===== src/design/credit_fifo.sv =====
`timescale 1ns/10ps
`default_nettype none

module credit_fifo #(
    parameter type payload_t = logic [31:0],
    parameter int  DEPTH     = 4
) (
    input  wire           clk,
    input  wire           rst,
    input  wire           push,
    input  wire payload_t push_data,
    input  wire           pop,
    output payload_t      pop_data,
    output logic          empty,
    output logic          credit
);

    localparam int PTR_W = (DEPTH > 1) ? $clog2(DEPTH) : 1;
    localparam int CNT_W = $clog2(DEPTH + 1);

    payload_t         mem [DEPTH];
    logic [PTR_W-1:0] wr_ptr;
    logic [PTR_W-1:0] rd_ptr;
    logic [CNT_W-1:0] count;

    function automatic logic [PTR_W-1:0] ptr_next(logic [PTR_W-1:0] ptr);
        if (ptr == PTR_W'(DEPTH - 1))
            return '0;
        return ptr + 1'b1;
    endfunction

    always_ff @(posedge clk) begin
        if (push)
            mem[wr_ptr] <= push_data;
    end

    always_ff @(posedge clk) begin
        if (rst) begin
            wr_ptr <= '0;
            rd_ptr <= '0;
            count  <= '0;
            credit <= 1'b0;
        end else begin
            if (push)
                wr_ptr <= ptr_next(wr_ptr);
            if (pop)
                rd_ptr <= ptr_next(rd_ptr);
            if (push && !pop)
                count <= count + 1'b1;
            else if (pop && !push)
                count <= count - 1'b1;
            // each freed entry hands one credit back upstream
            credit <= pop;
        end
    end

    assign pop_data = mem[rd_ptr];
    assign empty    = (count == '0);

endmodule

`default_nettype wire


===== config.mk =====
export PLATFORM = sky130hd
export DESIGN_NAME = credit_fifo
export DESIGN_NICKNAME = d
export VERILOG_FILES = /design/src/design/credit_fifo.sv
export SDC_FILE = /design/constraint.sdc
export NUM_CORES = 1
export LEC_CHECK = 0
export ABC_AREA = 1
export BUFFER_PORTS_ARGS = -buffer_cell sky130_fd_sc_hd__buf_2
export CAP_MARGIN = 5
export CORE_AREA = 2 2 106 108
export CTS_CLUSTER_SIZE = 30
export DETAILED_ROUTE_END_ITERATION = 16
export DIE_AREA = 0 0 108 110
export PLACE_DENSITY = 0.7
export SLEW_MARGIN = 20
export SYNTH_ARGS = -nofsm -noshare
export SYNTH_HDL_FRONTEND = slang
export SYNTH_SLANG_ARGS = --single-unit

===== constraint.sdc =====
create_clock -name clk -period 2 [get_ports clk]
set_input_delay 0 -clock clk [delete_from_list [all_inputs] [get_ports clk]]
set_output_delay 0 -clock clk [all_outputs]
set_load 0.01 [all_outputs]

### After elaboration in Yosys (flattened, before gate mapping)

Memory sizes are Yosys's and may differ from the RTL's. A register that Yosys moved wholly into a read port is not among the register bits.
Cells that the tools add are included.

| storage, ports and cells | value |
|---|---|
| register bits | 8 |
| latch bits | 0 |
| bits in writable memories | 128 |
| ROM bits | 0 |
| output and inout bits | 34 |
| word-level logic and storage cells | 33 |
| memories | 1 |

| operators by class | value |
|---|---|
| add/subtract/negate cells | 4 |
| multipliers | 0 |
| divide/modulo/power cells | 0 |
| magnitude comparators | 0 |
| eq/ne operators | 2 |
| shift-type cells | 0 |
| multiplexer cells | 16 |
| bitwise gates (word level) | 0 |
| reduce and logical (&&, ||, !) cells | 6 |

Memory list:

| name | depth | bits a word | rd ports | clocked after memory_dff | write ports | line | RTL |
|---|---|---|---|---|---|---|---|
| mem | 4 | 32 | 1 | 1 | 1 | 21 | `payload_t mem [DEPTH];` |

Operators by type and width:

| cell | count |
|---|---|
| $mux W2 | 6 |
| $mux W1 | 8 |
| $mux W3 | 2 |
| $add A2 B1 Y2 const B | 2 |
| $eq A2 B2 Y1 const B | 2 |
| $add A3 B1 Y3 const B | 1 |
| $logic_not A3 Y1 | 1 |
| $sub A3 B1 Y3 const B | 1 |
| $logic_and A1 B1 Y1 | 2 |
| $logic_not A1 Y1 | 2 |
| $reduce_bool A2 Y1 | 1 |

### Longest topological paths before layout

Gate-level depths: netlist (run 1).

| logic depth | value |
|---|---|
| word-level depth | 7 |
| gate-level depth with buffers | 10 |
| depth with buffers taken out | 10 |

### Worst setup path after synthesis (run 1)

No wires, ideal clock.

| timing | value |
|---|---|
| kind | flip-flop to flip-flop |
| start | reg wr_ptr[0] |
| end | mem mem[3][0] (netlist bit), enable pin |
| library setup time | 0.387 ns |
| arrival | 1.223 ns |
| setup slack | 0.390 ns |
| cell stages (with the launch flop) | 4 |
| period minus slack after synthesis | 1.610 ns |
| path through | dfxtp_1 -> ha_1 -> nand2_1 -> inv_1 |

RTL lines:

| item | line | RTL |
|---|---|---|
| from (decl) | 22 | `logic [PTR_W-1:0] wr_ptr;` |
| from (signal assigned) | 45 | `wr_ptr <= ptr_next(wr_ptr);` |
| to (decl) | 21 |  |

No word-level cell before the write port.

==> results of run 1 <==
[flip-flops by register name, indices dropped and copies added (netlist names), named ones only]
| name | count |
|---|---|
| mem | 128 |
| count | 3 |
| rd_ptr | 2 |
| wr_ptr | 2 |
| credit | 1 |
[cell type report]
class                      instances  area, um^2  share of cell area, %
multi-input combinational        196         985                   14.6
tap                              140         175                   2.60
timing repair buffer             116         842                   12.5
clock buffer                      22         473                   7.02
sequential                       138        4050                   60.1
clock inverter                    10         139                   2.06
inverter                          16        70.1                   1.04
[per-layer routing]
layer,global-route usage [%],up-vias
met4,6.87,0
met3,5.64,6
met1,22.9,1587
met5,0,-
met2,29.9,81
li1,-,1596
[report_power, final]
group / leakage (nW) / internal [W] / total, W / switching [W]
sequential: 1.26 / 0.00329 / 0.00334 / 0.0000513
combinational: 0.944 / 0.000276 / 0.000676 / 0.000400
clock: 0.291 / 0.00203 / 0.00314 / 0.00111
[what timing repair did]
item | CTS | global route
gates resized for setup | 2 | 2
hold endpoints to repair | 138 | 0
hold buffers | 36 | 0
endpoints found under the setup margin | 3 | 20
[cells in the mapped netlist (3+ instances only)]
| master | instances |
|---|---|
| buf_4 | 3 |
| buf_6 | 9 |
| o22ai_1 | 32 |
| edfxtp_1 | 128 |
| o21ai_1 | 28 |
| ha_1 | 6 |
| buf_2 | 6 |
| nor2_1 | 73 |
| dfxtp_1 | 10 |
| o21ai_0 | 39 |
| nor3_1 | 3 |
| a21oi_1 | 3 |
| inv_1 | 14 |
| nand2_1 | 8 |
[metrics by stage]
stage	hold slack, ns	std cells
2_1_floorplan	0.0724	369
3_5_place_dp	0.220	570
5_1_grt	0.218	638
6_report	0.232	638
4_1_cts	0.213	638
3_3_place_gp	0.214	570
[cells by family after synthesis]
kind of cell | after synthesis | share of synthesized area (%)
compound gates | 102 | 10.5
xor+xnor | 1 | 0.167
fa+ha+maj | 7 | 1.81
buf+inv | 35 | 4.29
flops | 138 | 77.0
simple gates | 86 | 6.29
[worst paths after layout]
check / to / cells past startpoint / slack (ns)
setup reg to reg: wr_ptr[0] / 5 / 0.43
hold reg to reg: count[1] / 2 / 0.53
hold / removal: mem[3][25] / 2 / 0.23
setup / recovery: pop_data[6] / 4 / 0.19
==> impl_metrics.tcl, run 1 <==
set metrics [dict create \
    setup.worst_path.class "reg2out" \
    cp-end-kind "primary output" \
    slew_violations 0 \
    first_iter_violations 167 \
    start_util_pct 49.1 \
    outcome "complete, no violations" \
    htree_levels 4 \
    grt_usage_pct 18.2 \
    place_area_um2 5750 \
    grt_max_degree 65 \
    fin_skew_ns 0.00524 \
    finalCriticalPeriod_ns 1.81 \
    clock_latency_ns 0.52 \
    required_ns 2.00 \
    antenna_cells 0 \
    cts_tree "yes" \
    critPathMaxFanout 23 \
    synthTopCellsByArea "edfxtp_1 73%, nor2_1 5.2%, dfxtp_1 3.8%" \
    postCtsSetupBuffers 0 \
    routabilityCongestion 0.765 \
    cts_buffers 17 \
    fin_util_pct 62.9 \
    synth_ff_type "edfxtp_1" \
    ios 70 \
    dp_slack_ns 0.511 \
    totalPowerFinal_w 0.00716 \
    clkTransAtPathRegs_ns 0.06 \
    post_drt_wl_per_cell_um 15.8 \
    ys_ff_latch 138 \
    yosysWarnings 0 \
    cts_buffer_depth 2 \
    synth.avg_cell_area_um2 14.2 \
    core_um2 10700 \
    power.leakage_nw 2.49 \
    max_freq_ghz 0.553 \
    die_area_um2 11900 \
    vias_per_cell 5.13 \
    maxSlewHeadroom_pct 74.1 \
    fin_crit_sh_pct 90.5 \
    arrival_ns 1.81 \
    totalWireLength_um 10100 \
    syn_area_um2 5250 \
    finalInstanceArea_um2 6730 \
    synth_top_area_share_pct 73.2 \
    setup_viol_count_final 0 \
    synth-edff-count 128 \
    final_hold_viol_count 0 \
    dr.pass1.iters 5 \
    wirelength_met1_um 4430 \
    path_buf_inv 2 \
    drive_above_1_share_pct 22.9 \
    fin_setup_tns_ns 0 \
    cp_slowest_cell "dfxtp_4" \
    vdd_drop_max_mv 0.725 \
    rsz0062_at_grt "false" \
    dr_wl_met3_um 517 \
    synth_top_cell_by_area "edfxtp_1" \
    final_common_cell "edfxtp_1" \
    ys_async_sr_fraction_pct 0 \
    synth_fp_nets 412 \
    antenna_found_initial 0 \
    p_per_area_nw_per_um2 1060 \
    hpwl_um 6120 \
    die_w_um 108 \
    rows 38 \
    nNetsFinal 528 \
    grt_pass1_vias 3254 \
    final_cell_mix "128 x edfxtp_1, 73 x nor2_1, 69 x buf_2, 39 x o21ai_0, 36 x dlygate4sd3_1" \
    vias 3270 \
    dieHeight_um 110 \
    drc_errors 0 \
    grt_pass1_wl_um 15800 \
    top_layer_used "met4" \
    worst_slew_pin_slew_ns 0.388 \
    drv_cap 0 \
    overflow 0 \
    wl_met2_um 5090 \
    port_buffers 69 \
    cp_top_family "flip-flops" \
    hold_path_class "in2reg" \
    cp-start-kind "flip-flop" \
    ant_nets 0 \
    critPathMaxStageDelay_ns 0.47 \
    worst_r2r_startpoint "wr_ptr[0]" \
    area.growth.synth_to_final_pct 28.1 \
    synth_seq_area_share_pct 77.0 \
    cts_root_buffer "clkbuf_8" \
    worst_slack_ns 0.191 \
    fillers 816 \
    cts.sinks 138 \
    hp-start "push_data[25]" \
    ys_types 21 \
    syn-instance-count 369 \
    path_cells "buf_4, o21ai_0, o22ai_1, buf_2" \
]
Note: power is estimated with default switching activity, not from simulation.
==> run 2, diff against run 1 <==
--- a/config.mk
+++ b/config.mk
@@ -8,11 +8,12 @@
 export ABC_AREA = 1
 export BUFFER_PORTS_ARGS = -buffer_cell sky130_fd_sc_hd__buf_2
 export CAP_MARGIN = 5
-export CORE_AREA = 2 2 106 108
+export CORE_AREA = 2 2 101 103
 export CTS_CLUSTER_SIZE = 30
 export DETAILED_ROUTE_END_ITERATION = 16
-export DIE_AREA = 0 0 108 110
-export PLACE_DENSITY = 0.7
+export DIE_AREA = 0 0 103 105
+export PLACE_DENSITY = 0.76
+export SKIP_LAST_GASP = 1
 export SLEW_MARGIN = 20
 export SYNTH_ARGS = -nofsm -noshare
 export SYNTH_HDL_FRONTEND = slang
==> impl_metrics.tcl, run 2 (synthesis gave the netlist of run 1 again) <==
set metrics [dict create \
    overflow 0 \
    cts_buffer_depth 2 \
    drive_above_1_share_pct 22.8 \
    required_ns 2.00 \
    final_cell_mix "128 x edfxtp_1, 73 x nor2_1, 69 x buf_2, 39 x o21ai_0, 36 x dlygate4sd3_1" \
    crit_end "pop_data[6]" \
    nNetsFinal 529 \
    cts_tree "yes" \
    reg2reg_depth 4 \
    grt_max_degree 65 \
    slew_violations 0 \
    worst_hold_slack_ns 0.233 \
    path_cells "clkinv_2, o21ai_1, o22ai_1, buf_2" \
    hpwl_um 6070 \
    core_um2 9640 \
    drc_errors 0 \
    critPathMaxFanout 32 \
    worst_r2r_startpoint "wr_ptr[0]" \
    setup.worst_path.class "reg2out" \
    power.leakage_nw 2.44 \
    rows 36 \
    vdd_drop_max_mv 0.816 \
    cp-start-kind "flip-flop" \
    r2r_slack_ns 0.52 \
    die_w_um 103 \
    cp-end-kind "primary output" \
    first_iter_violations 301 \
    setup_viol_count_final 0 \
    hold_path_class "in2reg" \
    ios 70 \
    vias 3415 \
    reg.largest.list "mem x128, count x3" \
    dp_slack_ns 0.506 \
    post_drt_wl_per_cell_um 17.0 \
    r2r_end "mem[3][20]" \
    regMostFlops "mem" \
    dr.pass1.iters 5 \
    ant_nets 0 \
    cts.sinks 138 \
    worst_slack_ns 0.130 \
    critPathMaxStageDelay_ns 0.43 \
    arrival_ns 1.87 \
    dieHeight_um 105 \
    htree_levels 4 \
    fin_skew_ns 0.00918 \
    routabilityCongestion 0.831 \
    cp_slowest_cell "clkinv_2" \
    start_util_pct 54.5 \
    maxSlewHeadroom_pct 65.9 \
    crit_cells 4 \
    finalCriticalPeriod_ns 1.87 \
    drv_cap 0 \
    outcome "complete, no violations" \
    vias_per_cell 5.40 \
    rsz0062_at_grt "false" \
    die_area_um2 10800 \
    max_freq_ghz 0.535 \
    cts_root_buffer "clkbuf_8" \
    fin_crit_sh_pct 93.5 \
    finalInstanceArea_um2 6610 \
    largest_reg_flops 128 \
    grt_pass1_wl_um 16600 \
    p_per_area_nw_per_um2 1020 \
    antenna_cells 0 \
    path_buf_inv 2 \
    totalWireLength_um 10800 \
    clkTransAtPathRegs_ns 0.06 \
    cp_top_family "buffers and inverters" \
    final_common_cell "edfxtp_1" \
    grt_pass1_vias 3401 \
    port_buffers 69 \
    antenna_found_initial 0 \
    fin_setup_tns_ns 0 \
    worst_slew_pin_slew_ns 0.511 \
    cts_buffers 17 \
    fin_util_pct 68.6 \
    final_hold_viol_count 0 \
    clock_latency_ns 0.52 \
    area.growth.synth_to_final_pct 25.8 \
    grt_usage_pct 20.7 \
    place_area_um2 5720 \
]
run 2: cell count changes in the layout (fill, tap and decap cells not counted), sizes merged:
cell	change
inv	+1
clkinv	+3
clkinvlp	+3
bufinv	-3
clkbuf	-3
run 2: how the worst min path moves through the flow:
stage	start	endpoint	slack, ns	cells after the start
3_3_place_gp	push_data[6]	mem[0][6]	0.21	1
4_1_cts	push_data[4]	mem[0][4]	0.20	2
6_report	push_data[30]	mem[3][30]	0.23	2
5_1_grt	push_data[0]	mem[0][0]	0.23	2
2_1_floorplan	rst	count[0]	0.07	1
3_5_place_dp	push_data[30]	mem[3][30]	0.22	1
run 2: cell type report:
type	count	area (um^2)
Sequential cell	138	4050
Fill cell	699	3030
Multi-Input combinational cell	196	985
Timing Repair Buffer	117	827
Clock buffer	18	418
Tap cell	133	166
Clock inverter	14	98.8
Inverter	16	68.8
run 2: metal layers:
layer | wire (um) | up-vias | GRT usage, %
met5 | 0 | - | 0
met4 | 199 | 0 | 9.68
met3 | 654 | 20 | 5.42
met2 | 5330 | 148 | 32.2
met1 | 4570 | 1644 | 27.2
li1 | - | 1603 | -
run 2: power breakdown:
group / internal, W / switching [W]
Sequential: 0.00329 / 0.0000517
Combinational: 0.000276 / 0.000414
Clock: 0.00152 / 0.00117
Total: 0.00509 / 0.00163
run 2: timing repair:
item                                    CTS  global route
hold endpoints to repair                138             0
endpoints found under the setup margin   10             2
hold buffers                             36             0
pin swaps                                 0             0
resized for setup                         1             1
buffers inserted                          0             1
run 2: metrics by stage:
stage | power (W) | instances
global placement | 0.00400 | 563
detailed placement | 0.00402 | 563
global route | 0.00695 | 632
finish | 0.00672 | 632
CTS | 0.00675 | 631
floorplan | 0.00377 | 369
