File: config.mk
export PLATFORM = sky130hd
export DESIGN_NAME = best_match_select
export DESIGN_NICKNAME = d
export VERILOG_FILES = /design/src/design/me_pkg.sv /design/src/design/best_match_select.sv
export SDC_FILE = /design/constraint.sdc
export NUM_CORES = 1
export LEC_CHECK = 0
export ABC_AREA = 1
export BUFFER_PORTS_ARGS = -buffer_cell sky130_fd_sc_hd__buf_2
export CORE_AREA = 10 10 75 83
export CTS_BUF_LIST = sky130_fd_sc_hd__clkbuf_4 sky130_fd_sc_hd__clkbuf_8 sky130_fd_sc_hd__clkbuf_16
export CTS_CLUSTER_DIAMETER = 150
export DETAILED_ROUTE_END_ITERATION = 10
export DIE_AREA = 0 0 85 93
export GPL_ROUTABILITY_DRIVEN = 1
export PLACE_DENSITY = 0.6
export SLEW_MARGIN = 10
export SYNTH_ARGS = -nofsm -noshare
export SYNTH_HDL_FRONTEND = slang
export SYNTH_SLANG_ARGS = --single-unit
File: constraint.sdc
create_clock -name clk -period 2.13 [get_ports clk]
set_input_delay 0.1065 -clock clk [delete_from_list [all_inputs] [get_ports clk]]
set_output_delay 0.1065 -clock clk [all_outputs]
set_load 0.02 [all_outputs]
File: src/design/me_pkg.sv
`default_nettype none

package me_pkg;

    localparam int PIX_W   = 8;
    localparam int BLK_DIM = 8;
    localparam int ROW_W   = PIX_W * BLK_DIM;
    localparam int BLK_W   = ROW_W * BLK_DIM;

    // current block arrives four pixels per word
    localparam int CUR_WORD_W = 32;
    localparam int CUR_WORDS  = BLK_W / CUR_WORD_W;

    localparam int N_CAND     = 16;
    // worst case sad is 64 * 255 = 16320
    localparam int SAD_W      = 14;
    localparam int CAND_IDX_W = 4;

    localparam int CAND_FIFO_DEPTH   = 4;
    localparam int RESULT_FIFO_DEPTH = 2;
    localparam int RESULT_CREDITS    = 2;

    typedef logic [PIX_W-1:0]      pixel_t;
    // pixel 0 in the low byte
    typedef logic [ROW_W-1:0]      row_t;
    // row 0 in the low 64 bits
    typedef logic [BLK_W-1:0]      block_t;
    typedef logic [SAD_W-1:0]      sad_t;
    typedef logic [CAND_IDX_W-1:0] cand_idx_t;

    typedef struct packed {
        cand_idx_t best_idx;
        sad_t      best_sad;
    } result_t;

endpackage

`default_nettype wire

File: src/design/best_match_select.sv
`timescale 1ns/10ps
`default_nettype none

module best_match_select (
    input  wire                    clk,
    input  wire                    rst,
    input  wire                    sad_valid,
    input  wire me_pkg::sad_t      sad_value,
    input  wire me_pkg::cand_idx_t sad_idx,
    input  wire                    sad_last,
    output logic                   res_push,
    output me_pkg::result_t        res_data
);

    import me_pkg::*;

    sad_t      min_sad;
    cand_idx_t min_idx;
    logic      take;
    sad_t      next_sad;
    cand_idx_t next_idx;

    // candidate 0 always loads, a later one needs a strictly lower sad
    assign take     = (sad_idx == '0) || (sad_value < min_sad);
    assign next_sad = take ? sad_value : min_sad;
    assign next_idx = take ? sad_idx : min_idx;

    always_ff @(posedge clk) begin
        if (rst)
            res_push <= 1'b0;
        else
            res_push <= sad_valid && sad_last;
    end

    always_ff @(posedge clk) begin
        if (sad_valid) begin
            if (sad_last) begin
                res_data.best_idx <= next_idx;
                res_data.best_sad <= next_sad;
                min_sad           <= '1;
                min_idx           <= '0;
            end else begin
                min_sad <= next_sad;
                min_idx <= next_idx;
            end
        end
    end

endmodule

`default_nettype wire

Word-level counts from Yosys, hierarchy flattened
Cells that the tools add are included.
{ "classes": {"add_sub_neg": 0, "n_mul": 0, "n_div": 0, "order_cmp": 1, "eq_ne": 0, "shift": 0, "mux": 2, "bitwise": 0, "reduce_logical": 4} }
{ "ops": {"columns": ["operator", "n"], "rows": [
  ["14-bit less-than comparator", 1],
  ["14-bit 2-to-1 mux", 1],
  ["4-bit logical NOT", 1],
  ["4-bit 2-to-1 mux", 1],
  ["2-bit AND reduction", 1],
  ["1-bit logical AND", 1],
  ["1-bit logical OR", 1]
]} }
{ "totals": {"register_bits": 37, "latchBits": 0, "ramBits": 0, "romBits": 0, "out_inout_bits": 19, "n_memories": 0} }

Logic depth before layout (Yosys ltp)
Gate-level depths: netlist (run 1).
{ "depth": {"depth_word": 3, "mapped_depth": 12} }

Worst setup path after synthesis (run 1)
Ideal clock, no wire load.
{ "synth_timing": {"path_type": "reg2reg", "start": "reg min_sad[13]", "end": "reg min_sad[10] (data pin)", "setup_time_ns": 0.272, "t_arrival_ns": 1.504, "path_slack_ns": 0.354, "stages_incl_launch_ff": 13, "n_path_buf": 1, "period_less_slack_ns": 1.776, "cell_sequence": "edfxtp_1 -> inv_1 -> ha_1 -> nand2_1 -> nor2_2 -> nand2_1 -> nor2_1 -> nand2_1 -> nand2_4 -> nand2_4 -> buf_6 -> nand2_2 -> nand3_1"} }
{ "synth_via": {"elab_chain_len": 3} }
{ "synth_lines": {"columns": ["element", "line_no", "rtl"], "rows": [
  ["start, declared", "best_match_select.sv:17", "sad_t min_sad;"],
  ["start signal, assigned", "best_match_select.sv:43", "min_sad <= next_sad;"],
  ["14-bit less-than comparator", "best_match_select.sv:24", "assign take = (sad_idx == '0) || (sad_value < min_sad);"],
  ["1-bit logical OR", "best_match_select.sv:24", null],
  ["14-bit 2-to-1 mux", "best_match_select.sv:25", "assign next_sad = take ? sad_value : min_sad;"]
]} }
No other way between the ends.
A chain may end at the register's enable or synchronous reset.

Worst setup path after layout (run 1)
{ "layout_timing": {"start": "reg min_sad[13]", "end": "reg min_sad[12] (data pin)"} }
The elaborated chain is that of the path after synthesis.

==> metrics.csv, run 1 <==
metric;value;unit
outcome;complete, no violations;
min_to;res_push;
clock_path_buffers;2;
r2r_start;min_sad[13];
max_freq;502;MHz
crit_path_max_fanout;7;
vias;1470;
tns;0;ps
drive_above_1_share;28.2;%
diodes;0;
slew_headroom;48.3;%
drt_iter0_drc;90;
period_share;93.5;%
clock_sinks;37;
synthArstFlopShare;0;%
antenna_left;0;
antenna_found_initial;0;
path_cells;inv_1 > ha_1 > nand2_1 > nor2_2 > nand2_1 > nor2_1 > nor2_2 > nand2_4 > buf_4 > buf_4 > nand3_1 > nand3_1;
drt_pass1_iterations;4;
grt_overflow;0;
end_kind;flop;
clockRootBuffer;clkbuf_8;
synth.distinct_cells;15;
p_leak;0.00117;uW
worstSkewPairLatency;290;ps
finalSetupViolCount;0;
synth_top_area_cell;edfxtp_1;
synth_top_area_share;56.1;%
tritoncts;done;
synth_area_leaders;edfxtp_1, nand2_1, nand3_1;
pin_count;41;
synth.avg_cell_area;9.77;um^2
reg2reg_depth;12;
worst_clock_skew;7.24;ps
hold_path_class;input port to flop;
arrival;2010;ps
dp_hpwl;3.11;mm
io_buffers;40;
place_congestion;0.733;
drt-vias-per-instance;4.84;
nets;282;
grt_pass1_vias;1523;
cp_top_family;simple AND/OR/NAND/NOR gates;
grt_pass1_wl;7.06;mm
synth_most_common_cell;nand2_1;
clkTransAtPathRegs;70;ps
finalWirelength;4.25;mm
p_per_area;784;nW/um^2
syn_inst;197;
rrSetupSlack;140;ps
grt_use_total;11.0;%
ys.flop_type;edfxtp_1;
slowest_stage;edfxtp_1;
postLayoutCoreUtil;51.2;%
tightest_slew;775;ps
route.detailed.drc;0;
r2r-end;min_sad[12];
die_w;85;um
synth-edff-count;36;
cp.required;2150;ps
nFillCells;442;
core_area;4590;um^2
holdPathStages;3;
synth_nets;232;
synth-warning-count;0;
path_buf_inv;3;
fp.dieH;93;um
synth-seq-area-share;57.2;%
area_delta_synth_final;22.0;%
ctsHtreeMaxLevel;2;
slew_violations;0;
initial_core_util;42.0;%
grt_max_degree;19;
synth_common_cells;nand2_1, edfxtp_1, nand3_1;
max_cap_viol_count;0;
final_hold_viol_count;0;
cts_buffers;5;
max-vdd-ir-drop;358;uV
period_minus_slack;1990;ps
wire_per_inst;14.0;um
ys_seq_elements;37;
worstHoldStart;sad_valid;
slowest_delay;390;ps
path_class;flop to flop;
start_kind;flop;
rows;26;
syn_area;1930;um^2
die_area;7910;um^2
## where the power goes
part / switching [uW] / total (uW) / internal, uW
clock: 247 / 606 / 358
sequential: 16.9 / 892 / 875
combinational: 221 / 344 / 123
total: 485 / 1840 / 1360
## per-stage QoR
| stage | cell area (um^2) | hold slack (ps) | setup slack, ps | power, uW | instances |
|---|---|---|---|---|---|
| after CTS | 2310 | 107 | 120 | 1840 | 301 |
| final | 2350 | 99.5 | 138 | 1840 | 304 |
| after detailed placement | 2190 | 267 | 135 | 1240 | 292 |
| after floorplan | 1930 | 179 | 354 | 1130 | 197 |
| after global routing | 2350 | 116 | -4.65 | 1940 | 304 |
| after global placement | 2190 | 264 | 166 | 1240 | 292 |
## layer usage
layer | share of wire, % | wire length, um | vias to the layer above | track usage [%]
li1 | - | - | 745 | -
met1 | 40 | 1710 | 684 | 11.6
met5 | 0 | 0 | - | 0
met4 | 1.7 | 73 | 0 | 4.81
met3 | 6.9 | 294 | 6 | 3.30
met2 | 51 | 2170 | 35 | 19.8
## worst register-to-register path, stage by stage (launching register included)
cell and delay, ps:
edfxtp_1 390, inv_1 80, ha_1 240, nand2_1 100, nor2_2 50, nand2_1 70, nor2_1 50, nor2_2 180
nand2_4 120, buf_4 160, buf_4 120, nand3_1 90, nand3_1 80
## area by class of cell
cell class                 count  area, um^2  share of cell area (%)
tap                           56        70.1                    2.98
timing repair buffer          47         255                    10.9
inverter                      33         124                    5.27
sequential                    37        1100                    46.9
clock inverter                 2        33.8                    1.44
multi-input combinational    123         688                    29.3
clock buffer                   6        76.3                    3.25
## logic make-up (layout without fill, tap and decap cells)
family	Yosys count	in the layout	share of synthesized area, %
compound gates	4	4	1.04
fa+ha+maj	13	13	8.45
buf+inv	37	88	7.80
flops	37	37	57.2
simple gates	106	106	25.5
## repair_timing
item | CTS | global route
hold endpoints to repair | 1 | 0
resized for setup | 0 | 3
setup endpoints to repair | 0 | 23
hold buffers | 1 | 0
setup buffers | 0 | 3
## flip-flops by register name (all words and copies together) (netlist names)
signal    cells
min_sad      14
res_data     18
min_idx       4
res_push      1
## how the worst max path moves through the flow
stage / startpoint / endpoint / slack (ps) / cells after the start
global route: min_sad[13] / min_sad[12] / -5 / 12
finish: min_sad[13] / min_sad[12] / 140 / 12
CTS: min_sad[13] / min_idx[2] / 120 / 12
detailed placement: min_sad[13] / min_idx[2] / 130 / 12
global placement: min_sad[13] / min_sad[13] / 170 / 11
floorplan: min_sad[13] / min_sad[10] / 350 / 12
## cells in the final DEF (no fill, tap or decap), types with 2 or more instances in the layout
cell      netlist  layout
nor2_1          8       8
clkbuf_8        0       5
buf_4           1       6
nand3_1        34      34
nand2_1        49      47
nand2_2        10      12
a21oi_1         4       4
ha_1           13      13
edfxtp_1       36      36
nor2_2          2       2
inv_1          33      33
buf_2           0      40
Power figures use the tool's default switching activity.
==> inputs of run 2 (changes only) <==
--- a/config.mk
+++ b/config.mk
@@ -13,7 +13,8 @@
 export DETAILED_ROUTE_END_ITERATION = 10
 export DIE_AREA = 0 0 85 93
 export GPL_ROUTABILITY_DRIVEN = 1
-export PLACE_DENSITY = 0.6
+export PLACE_DENSITY = 0.73
+export SKIP_LAST_GASP = 1
 export SLEW_MARGIN = 10
 export SYNTH_ARGS = -nofsm -noshare
 export SYNTH_HDL_FRONTEND = slang
==> run 2 against run 1 <==
  * Combinational power shrank 2%
  * Count of clock-buffer cells in the layout decreased by 1
  * Global-route usage fell by 0.65 points
  * Highest routed layer unchanged
  * Clock power decreased by 23%
  * Power decreased by 8.1%
  * Non-clock buffer count shrank 3
  * Register-to-register slack improved by 50 ps
==> metrics.csv, run 2 (synthesis results as in run 1) <==
metric;value;unit;change
outcome;complete, no violations;;
tritoncts;done;;
hold_path_class;input port to flop;;
registers.top_by_ff_count;res_data;;
mostFrequentLayoutCells;nand2_1, buf_2, edfxtp_1;;
die_area;7910;um^2;unchanged
gr-usage-met1;11.5;%;-0.056 points
max_cap_viol_count;0;;unchanged
route.detailed.drc;0;;unchanged
finalSetupViolCount;0;;unchanged
start_kind;flop;;
final_hold_viol_count;0;;unchanged
rsz0062_at_grt;false;;
grt_use_total;10.4;%;-0.65 points
antenna_found_initial;0;;unchanged
clock_path_buffers;2;;unchanged
cp_top_family;simple AND/OR/NAND/NOR gates;;
post_cts_buffers;0;;unchanged
initial_core_util;42.0;%;unchanged
slew_violations;0;;unchanged
largest_register_ffs;18;;unchanged
postLayoutCoreUtil;50.0;%;-1.2 points
period_minus_slack;1940;ps;-47.2 ps
setup_ws;185;ps;+47.2 ps
cts_buffers;5;;unchanged
end_kind;flop;;
path_class;flop to flop;;
max-vdd-ir-drop;280;uV;-22%
drive_above_1_share;26.1;%;-2.1 points
rows;26;;unchanged
die_w;85;um;unchanged
drt_pass1_iterations;4;;unchanged
drt-vias-per-instance;4.88;;+1.0%
grt_pass1_vias;1427;;-6.3%
path_buf_inv;3;;unchanged
period_share;91.3;%;-2.2 points
path_cells;inv_1 > ha_1 > nand2_1 > inv_1 > a21oi_1 > nand2_1 > nand2_1 > nand2_4 > buf_4 > nand3_1 > nand3_1;;
final-seq-area;1100;um^2;unchanged
clkTransAtPathRegs;70;ps;about the same
met3_usage;4.17;%;+0.87 points
nets;279;;-1.1%
p_leak;0.00114;uW;-2.4%
crit_path_frequent_cell;nand2_1;;
slew_headroom;65.7;%;+17 points
p_total;1690;uW;-8.1%
nFillCells;444;;+0.45%
grt_max_degree;20;;+1
slowest_stage;edfxtp_1;;
cp.required;2140;ps;about the same
clock_sinks;37;;unchanged
io_buffers;40;;unchanged
max_freq;514;MHz;+2.4%
area_delta_synth_final;19.0;%;
grt_use_met2;17.7;%;-2.1 points
clockRootBuffer;clkbuf_8;;
fp.dieH;93;um;unchanged
mostFrequentLayoutCell;nand2_1;;
wire_per_inst;13.7;um;-2.0%
finalWirelength;4.12;mm;-2.9%
tns;0;ps;unchanged
p_per_area;738;nW/um^2;-5.8%
place_congestion;0.823;;+12%
drt_iter0_drc;101;;+12%
worst_clock_skew;5.56;ps;-1.67 ps
top_regs;res_data (18), min_sad (14), min_idx (4);;
arrival;1960;ps;-50 ps
slowest_delay;410;ps;+20 ps
worstSkewPairLatency;290;ps;about the same
core_area;4590;um^2;unchanged
diodes;0;;unchanged
crit_path_max_fanout;12;;+5
pin_count;41;;unchanged
place_ws;165;ps;+30.6 ps
busiest_layer;met2;;
grt_overflow;0;;unchanged
grt_pass1_wl;6.68;mm;-5.4%
dp_hpwl;3.04;mm;-2.2%
multi_input_comb_area;683;um^2;-0.73%
vias;1470;;unchanged
ctsHtreeMaxLevel;2;;unchanged
tightest_slew;513;ps;-261 ps
antenna_left;0;;unchanged
## run 2: changes by cell type in the layout (fill, tap and decap cells not counted), sizes merged
cell | before | now
buf | 46 | 43
clkinv | 1 | 3
bufinv | 1 | 0
clkbuf | 6 | 5
## run 2: area by class of cell
class                           count  share of cell area (%)
Sequential cell                    37                    48.0
Multi-Input combinational cell    123                    29.8
Timing Repair Buffer               44                    10.2
Inverter                           33                    5.40
Tap cell                           56                    3.06
Clock buffer                        5                    3.00
Clock inverter                      3                   0.546
## run 2: report_power, final
group / switching (uW) / internal (uW) / total [uW]
combinational: 222 / 115 / 337
sequential: 16.1 / 874 / 891
clock: 244 / 220 / 465
## run 2: metrics by stage
stage	instances	instance area (um^2)	hold WS [ps]
final	301	2290	76.9
after CTS	301	2280	79.0
after global routing	301	2290	91.7
after global placement	292	2190	263
after floorplan	197	1930	179
after detailed placement	292	2190	266
## run 2: worst paths after layout
path,startpoint,end,slack (ps),cells after the start
setup / recovery,min_sad[4],min_sad[3],190,11
hold / removal,sad_valid,res_push,80,3
setup reg to reg,min_sad[4],min_sad[3],190,11
hold reg to reg,min_sad[6],res_data[6],610,2
## run 2: metal layers
metal,vias to the layer above,wire (um)
li1,740,-
met1,673,1690
met2,50,2060
met3,7,329
met4,0,49
met5,-,0
## run 2: what timing repair did
action / 4_1_cts / 5_1_grt
setup endpoints to repair: 0 / 4
hold endpoints to repair: 1 / 0
resized for setup: 0 / 1
hold buffers: 1 / 0
## run 2: worst min-delay path: stages
cell,delay (ps)
buf_2,90
nand2_1,60
nor2_1,70
==> inputs of run 3 (changes only) <==
--- a/config.mk
+++ b/config.mk
@@ -7,11 +7,11 @@
 export LEC_CHECK = 0
 export ABC_AREA = 1
 export BUFFER_PORTS_ARGS = -buffer_cell sky130_fd_sc_hd__buf_2
-export CORE_AREA = 10 10 75 83
+export CORE_AREA = 10 10 78 80
 export CTS_BUF_LIST = sky130_fd_sc_hd__clkbuf_4 sky130_fd_sc_hd__clkbuf_8 sky130_fd_sc_hd__clkbuf_16
 export CTS_CLUSTER_DIAMETER = 150
 export DETAILED_ROUTE_END_ITERATION = 10
-export DIE_AREA = 0 0 85 93
+export DIE_AREA = 0 0 88 90
 export GPL_ROUTABILITY_DRIVEN = 1
 export PLACE_DENSITY = 0.73
 export SKIP_LAST_GASP = 1
==> run 3 against run 2 <==
  * First-iteration DRC count fell by 25%
  * Critical path depth is the same
  * Critical endpoint is now min_sad[12]
  * Clock skew hardly changed
  * Power is 4.4% higher
==> metrics.csv, run 3 (synthesis results as in run 1) <==
metric;value;unit;change
outcome;complete, no violations;;
drt_pass1_iterations;4;;unchanged
wire_per_inst;13.7;um;-0.26%
slowest_stage;edfxtp_1;;
cp.required;2150;ps;about the same
drt_iter0_drc;76;;-25%
p_comb_share;18.8;%;-1.1 points
io_buffers;40;;unchanged
antenna_found_initial;0;;unchanged
period_share;91.2;%;about the same
place_congestion;0.789;;-4.2%
p_per_area;765;nW/um^2;+3.6%
vias;1420;;-3.4%
max-vdd-ir-drop;307;uV;+9.7%
arrival;1960;ps;about the same
slew_violations;0;;unchanged
crit_path_max_fanout;12;;unchanged
path_class;flop to flop;;
power.internal;1280;uW;+5.9%
top_regs;res_data (18), min_sad (14), min_idx (4);;
fp.dieH;90;um;-3.2%
seqPwrFrac;50.5;%;-2.1 points
clock_path_buffers;2;;unchanged
grt_overflow;0;;unchanged
path_cells;inv_1 > ha_1 > nand2_1 > inv_1 > a21oi_1 > nand2_1 > nand2_1 > nand2_4 > buf_4 > nand3_1 > nand3_1;;
cp_top_family;simple AND/OR/NAND/NOR gates;;
grt_pass1_wl;6.69;mm;+0.10%
post_cts_buffers;0;;unchanged
placed_cell_area;2190;um^2;-0.11%
finalWirelength;4.09;mm;-0.92%
crit_path_frequent_cell;nand2_1;;
max_cap_viol_count;0;;unchanged
worst_clock_skew;5.79;ps;+0.232 ps
area_delta_synth_final;19.9;%;
route.detailed.drc;0;;unchanged
grt_pass1_vias;1459;;+2.2%
grt_max_degree;20;;unchanged
drt-vias-per-instance;4.75;;-2.8%
registers.top_by_ff_count;res_data;;
nets;279;;unchanged
mostFrequentLayoutCells;nand2_1, buf_2, edfxtp_1;;
antenna_left;0;;unchanged
final_hold_viol_count;0;;unchanged
p_leak;0.00116;uW;+0.98%
end_kind;flop;;
tightest_slew;490;ps;-23.1 ps
clock_sinks;37;;unchanged
switching_share;27.5;%;-1.1 points
pin_count;41;;unchanged
largest_register_ffs;18;;unchanged
worstSkewPairLatency;290;ps;about the same
path_buf_inv;3;;unchanged
p_switching;485;uW;+0.45%
p_clk_share;30.7;%;+3.2 points
dp_hpwl;2.98;mm;-2.1%
mostFrequentLayoutCell;nand2_1;;
ctsHtreeMaxLevel;2;;unchanged
drive_above_1_share;26.9;%;+0.82 points
p_total;1770;uW;+4.4%
initial_core_util;41.9;%;-0.10 points
grt_use_total;10.7;%;+0.32 points
cts_buffers;5;;unchanged
tns;0;ps;unchanged
core_area;4600;um^2;+0.25%
start_kind;flop;;
tritoncts;done;;
max_freq;515;MHz;about the same
clockRootBuffer;clkbuf_8;;
hold_path_class;input port to flop;;
die_w;88;um;+3.5%
rows;25;;-3.8%
die_area;7920;um^2;+0.19%
hold_slack;91.2;ps;+14.4 ps
slowest_delay;390;ps;-20 ps
clkTransAtPathRegs;70;ps;about the same
slew_headroom;67.3;%;+1.5 points
diodes;0;;unchanged
rsz0062_at_grt;false;;
design_area;2310;um^2;+0.76%
period_minus_slack;1940;ps;-1.51 ps
finalSetupViolCount;0;;unchanged
run 3: cell types whose count changed in the layout (fill, tap and decap cells not counted):
cell	change
clkinv_1	-2
clkbuf_8	+2
run 3: final cells by class:
type	instances	area (um^2)
Fill cell	435	2290
Clock inverter	1	5.00
Clock buffer	7	96.3
Multi-Input combinational cell	123	683
Inverter	33	124
Timing Repair Buffer	44	233
Tap cell	54	67.6
Sequential cell	37	1100
run 3: per-stage QoR:
stage	utilization [%]	worst slack, ps	cells
after global routing	50.2	22.7	299
after global placement	47.6	194	290
after floorplan	-	354	197
after detailed placement	47.6	178	290
after CTS	50.0	168	299
final	50.2	187	299
run 3: layer usage:
layer  track usage [%]  vias to the layer above  share of wire [%]
li1                  -                      737                  -
met1              12.0                      640                 43
met5                 0                        -                  0
met3              3.70                        8                7.1
met4              5.19                        0                2.0
met2              17.4                       35                 48
run 3: power groups by stage:
stage | clock, uW | combinational, uW | sequential [uW]
2_1_floorplan | 0 | 194 | 938
3_3_place_gp | 0 | 323 | 907
3_5_place_dp | 0 | 329 | 908
4_1_cts | 551 | 334 | 893
5_1_grt | 580 | 382 | 897
6_report | 542 | 332 | 892
run 3: worst paths after layout:
path | start | endpoint | slack (ps) | cells after the start
worst max-delay path | min_sad[5] | min_sad[12] | 190 | 11
worst min-delay path | sad_valid | res_push | 90 | 3
worst max register to register | min_sad[5] | min_sad[12] | 190 | 11
worst min register to register | min_idx[1] | res_data[15] | 600 | 2
run 3: worst register-to-register path, cell delays in order (launching register included):
cell and delay (ps):
edfxtp_1 390, inv_1 80, ha_1 230, nand2_1 100, inv_1 40, a21oi_1 130
nand2_1 70, nand2_1 110, nand2_4 110, buf_4 200, nand3_1 100, nand3_1 100
run 3: repair_timing:
item	4_1_cts	5_1_grt
resized for setup	0	1
hold buffers	1	0
endpoints found under the hold margin	1	0
setup endpoints to repair	0	1
